## config.mk

```make
export PLATFORM = sky130hd
export DESIGN_NAME = contra_rom_top
export DESIGN_NICKNAME = d
export VERILOG_FILES = /design/src/rtl/contra_rom_pkg.sv /design/src/rtl/contra_dwnld.sv /design/src/rtl/contra_main_map.sv /design/src/rtl/contra_rom_arb.sv /design/src/rtl/contra_rom_slot.sv /design/src/rtl/contra_rom_top.sv
export SDC_FILE = /design/constraint.sdc
export NUM_CORES = 1
export LEC_CHECK = 0
export BUFFER_PORTS_ARGS = -buffer_cell sky130_fd_sc_hd__buf_2
export CELL_PAD_IN_SITES_DETAIL_PLACEMENT = 1
export CELL_PAD_IN_SITES_GLOBAL_PLACEMENT = 1
export CORE_MARGIN = 8
export CORE_UTILIZATION = 40
export CTS_CLUSTER_DIAMETER = 80
export DETAILED_ROUTE_END_ITERATION = 10
export PLACE_DENSITY_LB_ADDON = 0.1
export SYNTH_ARGS = -nofsm -noshare
export SYNTH_HDL_FRONTEND = slang
export SYNTH_HIERARCHICAL = 1
export SYNTH_SLANG_ARGS = --single-unit
```

## constraint.sdc

```tcl
create_clock -name clk -period 4.9 [get_ports clk]
set_clock_uncertainty 0.2 [all_clocks]
set_input_delay 0 -clock clk [delete_from_list [all_inputs] [get_ports clk]]
set_output_delay 0 -clock clk [all_outputs]
set_load 0.005 [all_outputs]
```

## src/rtl/contra_rom_pkg.sv

```systemverilog
//==============================
// Shared ROM subsystem definitions
// SDRAM widths, slot request and response
// structs, arbiter and download enums
//==============================

package contra_rom_pkg;

    // SDRAM geometry
    localparam int sdram_aw = 22;   // 16-bit word address
    localparam int sdram_dw = 32;   // Read burst width, word in low half

    // One slot's pending read
    typedef struct packed {
        logic                req;        // Held until the answer comes back
        logic [sdram_aw-1:0] word_addr;  // Offset already added
    } rom_req_t;

    // Arbiter answer to one slot
    typedef struct packed {
        logic        valid;  // Single cycle pulse
        logic [15:0] data;
        logic        spare;  // Tied low
    } rom_resp_t;

    // Served slot, lower value wins
    typedef enum logic [1:0] {
        slot_gfx  = 2'd0,
        slot_snd  = 2'd1,
        slot_main = 2'd2,
        slot_none = 2'd3
    } slot_id_e;

    // Read arbiter FSM
    typedef enum logic [1:0] {
        arb_idle     = 2'd0,
        arb_wait_ack = 2'd1,  // sdram_req up, waiting for ack
        arb_wait_rdy = 2'd2   // Ack seen, waiting for data
    } arb_state_e;

    // Download write FSM
    typedef enum logic {
        dw_idle  = 1'b0,
        dw_write = 1'b1   // prog_we held until ack
    } dwnld_state_e;

endpackage

```

## src/rtl/contra_dwnld.sv

```systemverilog
//==============================
// ROM download block
// ioctl bytes to SDRAM byte writes,
// PROM area bytes to prom_we pulses
//==============================

`timescale 1ns/1ps

module contra_dwnld #(
    parameter logic [24:0] prom_start = 25'h128_000
) (
    input  logic        clk,
    input  logic        rst_n,
    input  logic        downloading,
    input  logic [24:0] ioctl_addr,
    input  logic [ 7:0] ioctl_data,
    input  logic        ioctl_wr,
    input  logic        sdram_ack,
    output logic [21:0] prog_addr,
    output logic [ 7:0] prog_data,
    output logic [ 1:0] prog_mask,  // Active low byte select
    output logic        prog_we,
    output logic        prom_we
);

    contra_rom_pkg::dwnld_state_e state;

    logic [24:0] prom_off;
    logic        is_prom;
    logic        take;

    assign is_prom  = ioctl_addr >= prom_start;
    assign prom_off = ioctl_addr - prom_start;
    // New bytes only accepted between SDRAM writes
    assign take     = downloading && ioctl_wr && state == contra_rom_pkg::dw_idle;
    assign prog_we  = state == contra_rom_pkg::dw_write;

    always_ff @(posedge clk) begin
        if (!rst_n) begin
            state   <= contra_rom_pkg::dw_idle;
            prom_we <= 1'b0;
        end else begin
            prom_we <= take && is_prom;  // One cycle only
            unique case (state)
                contra_rom_pkg::dw_idle: begin
                    if (take && !is_prom) state <= contra_rom_pkg::dw_write;
                end
                contra_rom_pkg::dw_write: begin
                    if (sdram_ack) state <= contra_rom_pkg::dw_idle;
                end
            endcase
        end
    end

    always_ff @(posedge clk) begin
        if (take) begin
            prog_data <= ioctl_data;
            prog_mask <= ioctl_addr[0] ? 2'b01 : 2'b10;  // Odd byte goes high
            // PROM bytes keep their byte address relative to the PROM area
            prog_addr <= is_prom ? prom_off[21:0] : ioctl_addr[22:1];
        end
    end

    a_we_excl: assert property (@(posedge clk) disable iff (!rst_n)
        !(prog_we && prom_we))
        else $error("prog_we and prom_we high together");

endmodule

```

## src/rtl/contra_main_map.sv

```systemverilog
//==============================
// Main CPU ROM map
// Bank register and ROM decode
//==============================

`timescale 1ns/1ps

module contra_main_map (
    input  logic        clk,
    input  logic        rst_n,
    input  logic [15:0] cpu_addr,
    input  logic [ 7:0] cpu_dout,
    input  logic        bank_we,
    input  logic        cpu_rd,
    output logic [17:0] rom_addr,
    output logic        rom_cs
);

    logic [3:0] bank;
    logic       fixed_win;   // 8000-FFFF
    logic       bank_win;    // 6000-7FFF

    always_ff @(posedge clk) begin
        if (!rst_n) begin
            bank <= 4'd0;
        end else if (bank_we) begin
            bank <= cpu_dout[3:0];  // Upper bits ignored
        end
    end

    assign fixed_win = cpu_addr[15];
    assign bank_win  = cpu_addr[15:13] == 3'b011;

    // Banked pages sit above the fixed 32kB
    assign rom_addr = fixed_win ? {3'b000, cpu_addr[14:0]}
                                : {1'b1, bank, cpu_addr[12:0]};
    assign rom_cs   = cpu_rd && (fixed_win || bank_win);

endmodule

```

## src/rtl/contra_rom_arb.sv

```systemverilog
//==============================
// SDRAM read arbiter
// Fixed priority gfx, snd, main
//==============================

`timescale 1ns/1ps

module contra_rom_arb (
    input  logic                                clk,
    input  logic                                rst_n,
    input  contra_rom_pkg::rom_req_t            gfx_req,
    input  contra_rom_pkg::rom_req_t            snd_req,
    input  contra_rom_pkg::rom_req_t            main_req,
    input  logic                                sdram_ack,
    input  logic                                data_rdy,
    input  logic [contra_rom_pkg::sdram_dw-1:0] data_read,
    output contra_rom_pkg::rom_resp_t           gfx_resp,
    output contra_rom_pkg::rom_resp_t           snd_resp,
    output contra_rom_pkg::rom_resp_t           main_resp,
    output logic                                sdram_req,
    output logic [contra_rom_pkg::sdram_aw-1:0] sdram_addr
);

    contra_rom_pkg::arb_state_e          state;
    contra_rom_pkg::slot_id_e            sel;
    contra_rom_pkg::slot_id_e            win;
    logic [contra_rom_pkg::sdram_aw-1:0] win_addr;
    logic                                rdy_hit;

    // Winner among the pending requests
    always_comb begin
        win      = contra_rom_pkg::slot_none;
        win_addr = main_req.word_addr;
        if (gfx_req.req) begin
            win      = contra_rom_pkg::slot_gfx;
            win_addr = gfx_req.word_addr;
        end else if (snd_req.req) begin
            win      = contra_rom_pkg::slot_snd;
            win_addr = snd_req.word_addr;
        end else if (main_req.req) begin
            win = contra_rom_pkg::slot_main;
        end
    end

    always_ff @(posedge clk) begin
        if (!rst_n) begin
            state     <= contra_rom_pkg::arb_idle;
            sel       <= contra_rom_pkg::slot_none;
            sdram_req <= 1'b0;
        end else begin
            unique case (state)
                contra_rom_pkg::arb_idle: begin
                    if (win != contra_rom_pkg::slot_none) begin
                        state     <= contra_rom_pkg::arb_wait_ack;
                        sel       <= win;
                        sdram_req <= 1'b1;
                    end
                end
                contra_rom_pkg::arb_wait_ack: begin
                    if (sdram_ack) begin
                        sdram_req <= 1'b0;
                        state     <= contra_rom_pkg::arb_wait_rdy;
                    end
                end
                contra_rom_pkg::arb_wait_rdy: begin
                    if (data_rdy) begin
                        state <= contra_rom_pkg::arb_idle;
                        sel   <= contra_rom_pkg::slot_none;
                    end
                end
                default: state <= contra_rom_pkg::arb_idle;
            endcase
        end
    end

    // Address only moves while idle
    always_ff @(posedge clk) begin
        if (state == contra_rom_pkg::arb_idle) sdram_addr <= win_addr;
    end

    assign rdy_hit = data_rdy && state == contra_rom_pkg::arb_wait_rdy;

    assign gfx_resp  = '{valid: rdy_hit && sel == contra_rom_pkg::slot_gfx,
                         data: data_read[15:0], spare: 1'b0};
    assign snd_resp  = '{valid: rdy_hit && sel == contra_rom_pkg::slot_snd,
                         data: data_read[15:0], spare: 1'b0};
    assign main_resp = '{valid: rdy_hit && sel == contra_rom_pkg::slot_main,
                         data: data_read[15:0], spare: 1'b0};

    a_addr_stable: assert property (@(posedge clk) disable iff (!rst_n)
        sdram_req && !sdram_ack |=> $stable(sdram_addr))
        else $error("sdram_addr moved before ack");

    a_one_valid: assert property (@(posedge clk) disable iff (!rst_n)
        $onehot0({gfx_resp.valid, snd_resp.valid, main_resp.valid}))
        else $error("more than one slot answered");

endmodule

```

## src/rtl/contra_rom_slot.sv

```systemverilog
//==============================
// ROM client slot
// One cached word, SDRAM word address,
// request to the arbiter and ok level
//==============================

`timescale 1ns/1ps

module contra_rom_slot #(
    parameter int aw = 18,
    parameter int dw = 16,   // 8 or 16
    parameter logic [contra_rom_pkg::sdram_aw-1:0] offset = '0
) (
    input  logic                      clk,
    input  logic                      rst_n,
    input  logic                      cs,
    input  logic [aw-1:0]             addr,
    input  logic                      downloading,
    input  contra_rom_pkg::rom_resp_t resp,
    output contra_rom_pkg::rom_req_t  req,
    output logic [dw-1:0]             data,
    output logic                      ok
);

    logic [contra_rom_pkg::sdram_aw-1:0] word_addr;
    logic [contra_rom_pkg::sdram_aw-1:0] cache_addr;
    logic [contra_rom_pkg::sdram_aw-1:0] req_addr;
    logic [15:0]                         cache_data;
    logic                                cache_valid;
    logic                                req_on;
    logic                                hit;
    logic                                fill;

    generate
        if (dw == 16) begin : g_word
            assign word_addr = offset + {{(contra_rom_pkg::sdram_aw-aw){1'b0}}, addr};
            assign data      = cache_data;
        end else begin : g_byte
            // Two bytes per SDRAM word
            assign word_addr = offset + {{(contra_rom_pkg::sdram_aw-aw+1){1'b0}}, addr[aw-1:1]};
            assign data      = addr[0] ? cache_data[15:8] : cache_data[7:0];
        end
    endgenerate

    assign hit  = cache_valid && cache_addr == word_addr;
    assign ok   = cs && hit && !downloading;
    assign fill = req_on && resp.valid && !downloading;
    assign req  = '{req: req_on, word_addr: req_addr};

    always_ff @(posedge clk) begin
        if (!rst_n) begin
            req_on      <= 1'b0;
            cache_valid <= 1'b0;
        end else if (downloading) begin
            req_on      <= 1'b0;  // ROM contents are changing
            cache_valid <= 1'b0;
        end else if (req_on) begin
            if (fill) begin
                req_on      <= 1'b0;
                cache_valid <= 1'b1;
            end
        end else if (cs && !hit) begin
            req_on <= 1'b1;
        end
    end

    always_ff @(posedge clk) begin
        if (!req_on) req_addr <= word_addr;  // Frozen while the read is pending
        if (fill) begin
            cache_addr <= req_addr;
            cache_data <= resp.data;
        end
    end

endmodule

```

## src/rtl/contra_rom_top.sv

```systemverilog
//==============================
// ROM subsystem top level
// Download, main map, three slots
// and the SDRAM read arbiter
//==============================

`timescale 1ns/1ps

module contra_rom_top #(
    parameter logic [21:0] gfx_offset  = 22'h01_4000,
    parameter logic [21:0] snd_offset  = 22'h01_0000,
    parameter logic [21:0] main_offset = 22'h00_0000,
    parameter logic [24:0] prom_start  = 25'h128_000
) (
    input  logic        clk,
    input  logic        rst_n,
    // Loader
    input  logic [24:0] ioctl_addr,
    input  logic [ 7:0] ioctl_data,
    input  logic        ioctl_wr,
    input  logic        downloading,
    // SDRAM
    output logic        sdram_req,
    output logic [21:0] sdram_addr,
    input  logic        sdram_ack,
    input  logic        data_rdy,
    input  logic [31:0] data_read,
    output logic [21:0] prog_addr,
    output logic [ 7:0] prog_data,
    output logic [ 1:0] prog_mask,
    output logic        prog_we,
    output logic        prom_we,
    // Clients
    input  logic        gfx_cs,
    input  logic [17:0] gfx_addr,
    output logic [15:0] gfx_data,
    output logic        gfx_ok,
    input  logic        snd_cs,
    input  logic [14:0] snd_addr,
    output logic [ 7:0] snd_data,
    output logic        snd_ok,
    input  logic [15:0] cpu_addr,
    input  logic [ 7:0] cpu_dout,
    input  logic        bank_we,
    input  logic        cpu_rd,
    output logic [ 7:0] main_data,
    output logic        main_ok
);

    contra_rom_pkg::rom_req_t  gfx_req, snd_req, main_req;
    contra_rom_pkg::rom_resp_t gfx_resp, snd_resp, main_resp;
    logic [17:0]               main_addr;
    logic                      main_cs;

    contra_dwnld #(.prom_start(prom_start)) u_dwnld (
        .clk(clk), .rst_n(rst_n), .downloading(downloading),
        .ioctl_addr(ioctl_addr), .ioctl_data(ioctl_data), .ioctl_wr(ioctl_wr),
        .sdram_ack(sdram_ack), .prog_addr(prog_addr), .prog_data(prog_data),
        .prog_mask(prog_mask), .prog_we(prog_we), .prom_we(prom_we)
    );

    contra_main_map u_map (
        .clk(clk), .rst_n(rst_n), .cpu_addr(cpu_addr), .cpu_dout(cpu_dout),
        .bank_we(bank_we), .cpu_rd(cpu_rd), .rom_addr(main_addr), .rom_cs(main_cs)
    );

    contra_rom_slot #(.aw(18), .dw(16), .offset(gfx_offset)) u_gfx (
        .clk(clk), .rst_n(rst_n), .cs(gfx_cs), .addr(gfx_addr), .downloading(downloading),
        .resp(gfx_resp), .req(gfx_req), .data(gfx_data), .ok(gfx_ok)
    );

    contra_rom_slot #(.aw(15), .dw(8), .offset(snd_offset)) u_snd (
        .clk(clk), .rst_n(rst_n), .cs(snd_cs), .addr(snd_addr), .downloading(downloading),
        .resp(snd_resp), .req(snd_req), .data(snd_data), .ok(snd_ok)
    );

    contra_rom_slot #(.aw(18), .dw(8), .offset(main_offset)) u_main (
        .clk(clk), .rst_n(rst_n), .cs(main_cs), .addr(main_addr), .downloading(downloading),
        .resp(main_resp), .req(main_req), .data(main_data), .ok(main_ok)
    );

    contra_rom_arb u_arb (
        .clk(clk), .rst_n(rst_n),
        .gfx_req(gfx_req), .snd_req(snd_req), .main_req(main_req),
        .sdram_ack(sdram_ack), .data_rdy(data_rdy), .data_read(data_read),
        .gfx_resp(gfx_resp), .snd_resp(snd_resp), .main_resp(main_resp),
        .sdram_req(sdram_req), .sdram_addr(sdram_addr)
    );

endmodule

```

# After elaboration in Yosys (flattened, before gate mapping)
# Index checks and enable logic that the tools add are counted.
# op_classes
addsub	3
n_lt_le_gt_ge	1
n_eq_ne	12
mux	32
bitwise	2
reduce_logical	44
# op_table
cell	n
$mux W22	3
$eq A22 B22 Y1	2
$logic_and A1 B1 Y1	27
$ge A25 B21 Y1 const B	1
$sub A22 B21 Y22 const B	1
$add A17 B18 Y19 const A	1
$add A17 B14 Y18 const A	1
$mux W18	1
$eq A17 B17 Y1	1
$mux W2	8
$mux W8	2
$mux W1	14
$reduce_and A3 Y1	3
$ne A2 B2 Y1 const B	3
$pmux W2 S3	1
$reduce_and A2 Y1	3
$logic_not A1 Y1	5
$eq A2 B1 Y1 const B	2
$eq A2 B2 Y1 const B	2
$logic_not A2 Y1	2
$pmux W1 S2	2
$pmux W2 S2	1
$reduce_bool A2 Y1	2
$eq A3 B2 Y1 const B	1
other kinds (4)	5
# totals
ff_bits	241
input_bits	132
elab_cells	119

# Logic depth before layout (Yosys ltp)
# Gate-level depths: netlist of the first run.
# logic_depth
ltp_word	7
ltp_mapped	7

# Cells and area by module
# The synthesis of the first run kept the hierarchy.
# modules_own_cells
module	n_inst	cells_each	area_each_um2
contra_rom_slot (u_gfx)	1	101	2005.7
contra_rom_slot (u_main)	1	99	1931.9
contra_rom_arb	1	179	1759.2
contra_rom_slot (u_snd)	1	96	1752.9
contra_dwnld	1	92	1490.2
contra_main_map	1	33	305.3

# Least setup slack after synthesis of the first run
# Ideal clock, no wire load.
# synth_timing
path_type	flip-flop to flip-flop
from	register u_arb.state[0]
to	register u_gfx/cache_addr[0] (netlist bit) (enable)
arrival_time_ps	3389
setup_slack_ps	832
stages_incl_launch_ff	5
path_cell_list	dfxtp_1 -> inv_1 -> nand3_1 -> nor3_1 -> nor3b_1
# synth_rtl
element	line	text
start, declared	contra_rom_arb.sv:24	contra_rom_pkg::arb_state_e state;
start signal, assigned	contra_rom_arb.sv:47	state <= contra_rom_pkg::arb_idle;
start signal, assigned	contra_rom_arb.sv:54	state <= contra_rom_pkg::arb_wait_ack;
start signal, assigned	contra_rom_arb.sv:62	state <= contra_rom_pkg::arb_wait_rdy;
end signal, assigned	contra_rom_slot.sv:70	cache_addr <= req_addr;
end, declared	contra_rom_slot.sv:26	logic [contra_rom_pkg::sdram_aw-1:0] cache_addr;

# Worst setup path in the final report of the first run
# layout_timing
from	input ioctl_addr[3]
to	register u_dwnld.prog_addr[14] (data pin)
# layout_between
elab_chain_len	2
word_cells_on_any_way	3
# layout_rtl
element	line	text
start, declared	contra_rom_top.sv:18	input logic [24:0] ioctl_addr,
$sub A22 B21 Y22 / $ge A25 B21 Y1 (equally long branches)	contra_dwnld.sv:33, contra_dwnld.sv:32	
$mux W22 *	contra_dwnld.sv:60	prog_addr <= is_prom ? prom_off[21:0] : ioctl_addr[22:1];
end signal, assigned	contra_dwnld.sv:60	
end, declared	contra_dwnld.sv:19	output logic [21:0] prog_addr,
# Mark *: on every way between the ends. The rest lies on a longest branch, timed or not.
# A chain may end at the register's enable or synchronous reset.

==> impl_metrics.tcl, run 1 <==
set metrics [dict create \
    grt_max_degree 50 \
    maxCapViolCount 0 \
    die_h_um 168 \
    worst_slew_pin_slew_ps 1130 \
    timing.fmax_mhz 288 \
    finalCritPeriodShare_pct 70.9 \
    power.density_nw_per_um2 364 \
    hold_class "in -> reg" \
    antenna_found_initial 4 \
    cp-end-kind "register" \
    postRouteAntennaNets 0 \
    clockBufferDepth 3 \
    slowest_stage "o211ai_2" \
    final_hold_viol_count 0 \
    drive_gt1_share_pct 32.0 \
    grt-ovfl-total 0 \
    cts-root-buf "clkbuf_16" \
    die_w_um 168 \
    port-buffer-count 203 \
    grt_pass1_wl_mm 37.8 \
    viasPerCell 4.88 \
    slew_headroom_pct 24.5 \
    synth.cell_area_um2 9220 \
    core_um2 22600 \
    rsz0062_at_grt "false" \
    dr.first_iter.drc_count 303 \
    fp-row-count 55 \
    yosysWarningCount 6 \
    worst_ir_drop_vdd_uv 210 \
    clk_latency_ps 500 \
    dp_hpwl_mm 15.9 \
    dieArea_um2 28200 \
    path_cells "dlygate4sd3_1 -> buf_2 -> nor4_1 -> dlygate4sd3_1 -> nand2_1 -> o211ai_2 -> mux2_2 -> dlygate4sd3_1" \
    grt_pass1_vias 6498 \
    worstPathArrival_ps 3520 \
    syn2layout_area_growth_pct 33.0 \
    fin_crit_ps 3470 \
    clock-sinks 219 \
    status "complete, no violations" \
    start_util_pct 40.7 \
    tns_ps 0 \
    wire_per_inst_um 20.2 \
    drc 0 \
    crit_buf_inv 4 \
    cp_top_family "buffers and inverters" \
    wl_mm 24.1 \
    cp_slowest_stage_delay_ps 880 \
    synth_cells 596 \
    postSynthAreaPerCell_um2 15.5 \
    clkTransAtPathRegs_ps 60 \
    final_util_pct 54.2 \
    cts_tree "built" \
    cts-buffers-inserted 25 \
    maxSlewViolCount 0 \
    place_congestion 0.734 \
    track_usage_pct 17.0 \
    vias 5837 \
    setup_viol 0 \
    postCtsSetupBuffers 0 \
    worstPathRequired_ps 4950 \
    leakage_uw 0.00465 \
    crit_type "in -> reg" \
    crit_fanout 20 \
    startpoint_type "primary input" \
    firstDrtPassIters 4 \
    h-tree-depth 1 \
    nNetsFinal 1025 \
    crit_top_cell "dlygate4sd3_1" \
    io_pins 224 \
]
[stage by stage]
| stage | power [uW] | hold slack (ps) | setup slack (ps) | instances | cell area (um^2) |
|---|---|---|---|---|---|
| floorplan | 2400 | -176 | 832 | 608 | 9260 |
| global placement | 2530 | -21.3 | 2440 | 1010 | 10000 |
| detailed placement | 2540 | -21.6 | 2420 | 1010 | 10000 |
| CTS | 4510 | 9.53 | 1490 | 1194 | 12300 |
| global route | 4630 | 28.3 | 1320 | 1197 | 12300 |
| finish | 4470 | 25.7 | 1430 | 1197 | 12300 |
[worst paths after layout]
| path | startpoint | end | slack [ps] | cells after the start |
|---|---|---|---|---|
| setup / recovery | ioctl_addr[3] | u_dwnld/prog_addr[14] | 1430 | 8 |
| hold reg to reg | u_snd/req_addr[13] | u_snd/cache_addr[13] | 250 | 0 |
| hold / removal | ioctl_data[1] | u_dwnld/prog_data[1] | 30 | 2 |
| setup reg to reg | u_gfx/cache_addr[2] | u_gfx/req_on | 2350 | 6 |
[layout make-up]
type,count,area [um^2]
clock buffer,31,688
antenna,3,7.51
fill,2224,10400
multi-input combinational,283,2150
inverter,13,48.8
timing repair buffer,349,2460
clock inverter,14,146
sequential,219,6410
tap,285,357
[report_power, final]
group	internal, uW	leakage (uW)	switching, uW
Sequential	2150	0.00207	44.5
Combinational	210	0.00217	190
Clock	1150	0.000412	722
Total	3510	0.00465	956
[placed cells by master (no fill, tap or decap), drive strengths merged, types with 4 or more instances in the layout]
cell type,n
a21oi,11
buf,210
clkbuf,31
clkinv,10
conb,16
dfxtp,17
dlygate4sd3,139
edfxtp,202
inv,13
mux2,36
mux2i,28
nand2,29
nand2b,5
nand4,12
nor2,7
nor2b,10
nor3b,10
nor4,7
o21a,4
o21ai,27
xnor2,46
xor2,10
[state kept, by name (all words and copies together) (netlist names), 2 cells and up]
| signal | count |
|---|---|
| u_snd/cache_addr | 14 |
| u_arb/sel | 2 |
| u_gfx/req_addr | 19 |
| u_main/cache_addr | 17 |
| u_map/bank | 4 |
| u_dwnld/prog_mask | 2 |
| u_main/req_addr | 17 |
| u_gfx/data | 16 |
| u_gfx/cache_addr | 19 |
| u_snd/cache_data | 16 |
| u_arb/sdram_addr | 22 |
| u_dwnld/prog_addr | 22 |
| u_main/cache_data | 16 |
| u_dwnld/prog_data | 8 |
| u_snd/req_addr | 14 |
| u_arb/state | 2 |
[metal layers]
layer	global-route usage, %	share of wire (%)
met1	22.3	44
met4	4.04	1.7
met3	4.26	6.6
met2	28.1	48
met5	0	0.054
[what timing repair did]
action | 4_1_cts | 5_1_grt
hold buffers | 139 | 0
endpoints found under the setup margin | 0 | 0
gates resized for setup | 0 | 0
endpoints found under the hold margin | 179 | 0
(Power assumes the default switching activity.)
==> inputs of run 2 (changes only) <==
- ABC_AREA: default -> 1
- clock period: 4.9 -> 3.6 ns (I/O delays scaled with it)
==> run 2 against run 1 <==
  * Via count up 20%
  * First-iteration DRC count is 7.6% higher
  * Critical path depth up 3
  * Die area up 5.1%
  * Final area is 5.6% higher
  * Critical endpoint is now u_dwnld/prog_addr[1]
  * Critical path type unchanged
  * Highest routed layer is now met4
  * Worst setup slack got worse by 1300 ps
  * Register-to-register slack got worse by 1100 ps
==> impl_metrics.tcl, run 2 <==
set metrics [dict create \
    status "complete, no violations" \
    multiInputGateArea_um2 2330 \
    tns_ps 0 \
    final.setup.worst_slack_ps 102 \
    vias 7008 \
    track_usage_pct 18.0 \
    port-buffer-count 203 \
    finalCritPeriodShare_pct 97.2 \
    syn2layout_area_growth_pct 33.0 \
    worstPathRequired_ps 3780 \
    timing.fmax_mhz 286 \
    cts_tree "built" \
    crit_type "in -> reg" \
    setup_viol 0 \
    clockBufferDepth 3 \
    worst_ir_drop_vdd_uv 372 \
    grt_pass1_vias 7701 \
    nNetsFinal 1323 \
    dp_hpwl_mm 17.7 \
    fin_crit_ps 3500 \
    layout_commonest_cell "nand2_1" \
    placed_cells 1332 \
    crit_fanout 25 \
    register_area_um2 6410 \
    final_cell_mix "nand2_1, buf_2, edfxtp_1, dlygate4sd3_1, inv_1" \
    grt-ovfl-total 0 \
    pre_cts_ws_ps 1450 \
    synth.cell_area_um2 9730 \
    firstDrtPassIters 4 \
    crit_top_cell "dlygate4sd3_1" \
    slowest_stage "dlygate4sd3_1" \
    core_um2 24100 \
    viasPerCell 4.57 \
    path_cells "dlygate4sd3_1 -> buf_2 -> nor2_1 -> dlygate4sd3_1 -> nand3_2 -> dlygate4sd3_1 -> inv_4 -> nand3_1 -> dlygate4sd3_1 -> nand2_1 -> dlygate4sd3_1" \
    wl_mm 26.9 \
    rsz0062_at_grt "false" \
    drive_gt1_share_pct 25.1 \
    cp_slowest_stage_delay_ps 610 \
    final_util_pct 53.7 \
    dieArea_um2 29600 \
    clock-sinks 219 \
    h-tree-depth 1 \
    die_h_um 172 \
    clk_latency_ps 520 \
    antenna_found_initial 1 \
    maxSlewViolCount 0 \
    leakage_uw 0.00559 \
    dr.first_iter.drc_count 326 \
    fillers 2639 \
    grt_max_degree 35 \
    cp-end-kind "register" \
    fin_cells 1533 \
    postSynthAreaPerCell_um2 11.0 \
    startpoint_type "primary input" \
    power.density_nw_per_um2 471 \
    top_regs "u_arb/sdram_addr: 22 flops, u_dwnld/prog_addr: 22 flops" \
    postRouteAntennaNets 0 \
    maxCapViolCount 0 \
    drc 0 \
    start_util_pct 40.4 \
    yosysWarningCount 6 \
    slew_headroom_pct 41.1 \
    worstPathArrival_ps 3680 \
    clkTransAtPathRegs_ps 60 \
    io_pins 224 \
    worst_slew_pin_slew_ps 883 \
    die_w_um 172 \
    wire_per_inst_um 17.6 \
    ff2ff_setup_slack_ps 1230 \
    cts-buffers-inserted 26 \
    synth_cells 881 \
    place_congestion 0.775 \
    hold_class "in -> reg" \
    final_hold_viol_count 0 \
    fp-row-count 57 \
    grt_pass1_wl_mm 41.3 \
    cts-root-buf "clkbuf_16" \
]
-- run 2: cell type report --
type	count	area share, %
Clock inverter	11	0.821
Antenna cell	1	0.0193
Sequential cell	219	49.5
Inverter	96	2.80
Clock buffer	36	5.63
Timing Repair Buffer	364	20.1
Multi-Input combinational cell	482	18.0
Tap cell	324	3.13
-- run 2: worst paths after layout --
kind,start,to,cells after the start
max,ioctl_addr[24],u_dwnld/prog_addr[1],11
min,snd_addr[5],u_snd/req_addr[4],2
max reg2reg,u_snd/req_on,u_snd/req_on,4
min reg2reg,u_main/req_addr[12],u_main/cache_addr[12],0
-- run 2: report_power, final --
group,internal [uW],switching (uW)
logic,279,284
registers,2920,59.0
clock network,1550,1010
total,4750,1360
-- run 2: worst max-delay path, delay by kind of cell --
| family | cells | cell delay (ps) |
|---|---|---|
| buf+inv | 7 | 3270 |
| simple gates | 4 | 400 |
-- run 2: per-layer routing --
layer	routed length, um	vias up	GRT usage [%]
met5	0	-	0
met4	388	0	3.79
met3	1990	36	4.43
met2	13200	183	31.4
met1	11300	3365	22.2
li1	-	3424	-
-- run 2: stage by stage --
step | total power, uW | hold slack, ps | instance area, um^2
after floorplan | 3270 | -176 | 9780
after global placement | 3440 | -22.0 | 10600
after detailed placement | 3460 | -21.5 | 10600
after CTS | 6170 | 5.59 | 12900
after global routing | 6340 | 14.9 | 12900
final | 6100 | 22.9 | 12900
-- run 2: timing repair --
action / in CTS / in global routing
hold endpoints to repair: 186 / 0
gates resized for setup: 0 / 0
setup buffers: 0 / 0
hold buffers: 153 / 0
==> inputs of run 3 (changes only) <==
- CORE_UTILIZATION: 40 -> 24
- HOLD_SLACK_MARGIN: default -> 0.02
==> run 3 against run 2 <==
  * Sequential share of layout area decreased by 3.3 points
  * Final cell count is 17% higher
  * Sequential power hardly changed
  * Via count grew 2.0%
  * Count of clock-buffer cells in the layout is 2 lower
  * Critical path depth unchanged
  * Clock power is 18% higher
  * First-iteration DRC count is 27% lower
  * Maximum frequency increased by 13%
  * Global-route usage shrank 5.5 points
  * Register-to-register slack worse by 270 ps
  * Die area rose by 60%
  * Highest routed layer is now met5
==> impl_metrics.tcl, run 3 (same netlist as run 2, synthesis figures left out) <==
set metrics [dict create \
    status "complete, no violations" \
    core_um2 39900 \
    fp-row-count 73 \
    crit_buf_inv 6 \
    drive_gt1_share_pct 24.7 \
    clk_latency_ps 550 \
    setup_viol 0 \
    maxCapViolCount 0 \
    grt_pass1_vias 8051 \
    grt_max_degree 35 \
    clock-sinks 219 \
    die_w_um 217 \
    maxSlewViolCount 0 \
    crit_fanout 25 \
    placed_area_um2 10900 \
    cts_tree "built" \
    top_regs "u_arb/sdram_addr: 22 flops, u_dwnld/prog_addr: 22 flops" \
    worstPathArrival_ps 3190 \
    h-tree-depth 1 \
    grt-ovfl-total 0 \
    postCtsSetupBuffers 0 \
    antenna_found_initial 2 \
    die_h_um 217 \
    slowest_stage "dlygate4sd3_1" \
    vias 7151 \
    io_pins 224 \
    timing.rr.end "u_gfx/req_on" \
    finalCritPeriodShare_pct 85.9 \
    path_cells "dlygate4sd3_1 -> buf_2 -> nor2_1 -> dlygate4sd3_1 -> nand3_2 -> dlygate4sd3_1 -> inv_4 -> nand2_4 -> nand2_1 -> nand2_1 -> dlygate4sd3_1" \
    postRouteAntennaNets 0 \
    hold-path-endpoint "u_snd/req_addr[0]" \
    final_cell_mix "nand2_1, buf_2, edfxtp_1, dlygate4sd3_1, inv_1" \
    cp_top_family "buffers and inverters" \
    dieArea_um2 47300 \
    timing.fmax_mhz 323 \
    port-buffer-count 203 \
    layout_commonest_cell "nand2_1" \
    startpoint_type "primary input" \
    worstPathRequired_ps 3690 \
    hold_depth 2 \
    wire_per_inst_um 16.8 \
    rr_worst_depth 9 \
    min-delay-start "snd_addr[1]" \
    fin_crit_ps 3090 \
    syn2layout_area_growth_pct 42.5 \
    firstDrtPassIters 4 \
    dr.first_iter.drc_count 239 \
    cp-end-kind "register" \
    drc 0 \
    power.density_nw_per_um2 477 \
    slew_headroom_pct 38.4 \
    cts-buffers-inserted 28 \
    crit_type "in -> reg" \
    place_congestion 0.706 \
    grt_pass1_wl_mm 46.1 \
    rsz0062_at_grt "false" \
    ff2ff_setup_slack_ps 960 \
    stdcell_area_um2 13900 \
    leakage_uw 0.00588 \
    cp_slowest_stage_delay_ps 620 \
    crit_top_cell "dlygate4sd3_1" \
    dp_hpwl_mm 20.6 \
    start_util_pct 24.4 \
    final_hold_viol_count 0 \
    clkTransAtPathRegs_ps 60 \
    wl_mm 29.9 \
    hold_class "in -> reg" \
    viasPerCell 4.00 \
    worst_ir_drop_vdd_uv 238 \
    r2r-start "u_gfx/cache_addr[5]" \
    worst_slew_pin_slew_ps 923 \
    track_usage_pct 12.5 \
    nNetsFinal 1372 \
    cts-root-buf "clkbuf_16" \
    clockBufferDepth 3 \
    tns_ps 0 \
]
## run 3: cell count changes in the layout (fill, tap and decap cells not counted), moves of 2 or more
cell | previous run | this run
clkinv_2 | 4 | 8
dlygate4sd3_1 | 153 | 201
buf_4 | 8 | 5
clkbuf_16 | 27 | 29
buf_12 | 0 | 2
clkbuf_1 | 7 | 4
bufinv_16 | 2 | 6
## run 3: through the flow
step | hold slack, ps | utilization (%) | power (uW) | instances | worst slack (ps)
floorplan | -176 | - | 3270 | 893 | 711
global placement | -23.7 | 27.2 | 3480 | 1532 | 1350
global route | 34.6 | 34.7 | 6910 | 1785 | 367
finish | 37.7 | 34.7 | 6610 | 1786 | 507
detailed placement | -21.7 | 27.2 | 3480 | 1532 | 1300
CTS | 26.8 | 34.7 | 6750 | 1785 | 542
## run 3: how the worst max path moves through the flow
stage,startpoint,to,cells past startpoint
2_1_floorplan,u_arb/state[1],u_gfx/cache_addr[0],4
3_3_place_gp,u_arb/state[1],u_gfx/data[9],5
3_5_place_dp,u_arb/state[1],u_gfx/data[7],5
4_1_cts,gfx_addr[14],u_gfx/req_on,14
5_1_grt,ioctl_addr[24],u_dwnld/prog_addr[15],11
6_report,ioctl_addr[24],u_dwnld/prog_addr[5],11
## run 3: area by class of cell
| cell class | count | area [um^2] |
|---|---|---|
| diodes | 1 | 2.50 |
| flip-flops and latches | 219 | 6410 |
| multi-input cells | 482 | 2330 |
| repair buffers | 411 | 3110 |
| well taps | 525 | 657 |
| clock inverters | 18 | 244 |
| fillers | 4476 | 26000 |
| inverters | 96 | 363 |
| clock buffers | 34 | 754 |
## run 3: report_power, final
part	internal, uW	switching [uW]
logic	317	298
registers	2920	64.8
clock network	1910	1100
## run 3: worst reg2reg max path: stages, from the launching register on
cell	delay, ps
edfxtp_1	350
nor2_1	50
nor2_1	130
nand2_1	70
nor2_1	240
nand3_2	140
o21bai_2	140
dlygate4sd3_1	560
a21oi_1	60
dlygate4sd3_1	590
## run 3: metal layers
| layer | track usage [%] | share of wire [%] |
|---|---|---|
| met5 | 0 | 0.077 |
| met4 | 3.04 | 1.7 |
| met3 | 4.13 | 7.2 |
| met2 | 21.0 | 47 |
| met1 | 15.4 | 44 |
## run 3: what timing repair did
| item | 4_1_cts | 5_1_grt |
|---|---|---|
| hold buffers | 201 | 0 |
| endpoints found under the hold margin | 193 | 0 |
| gates resized for setup | 0 | 0 |
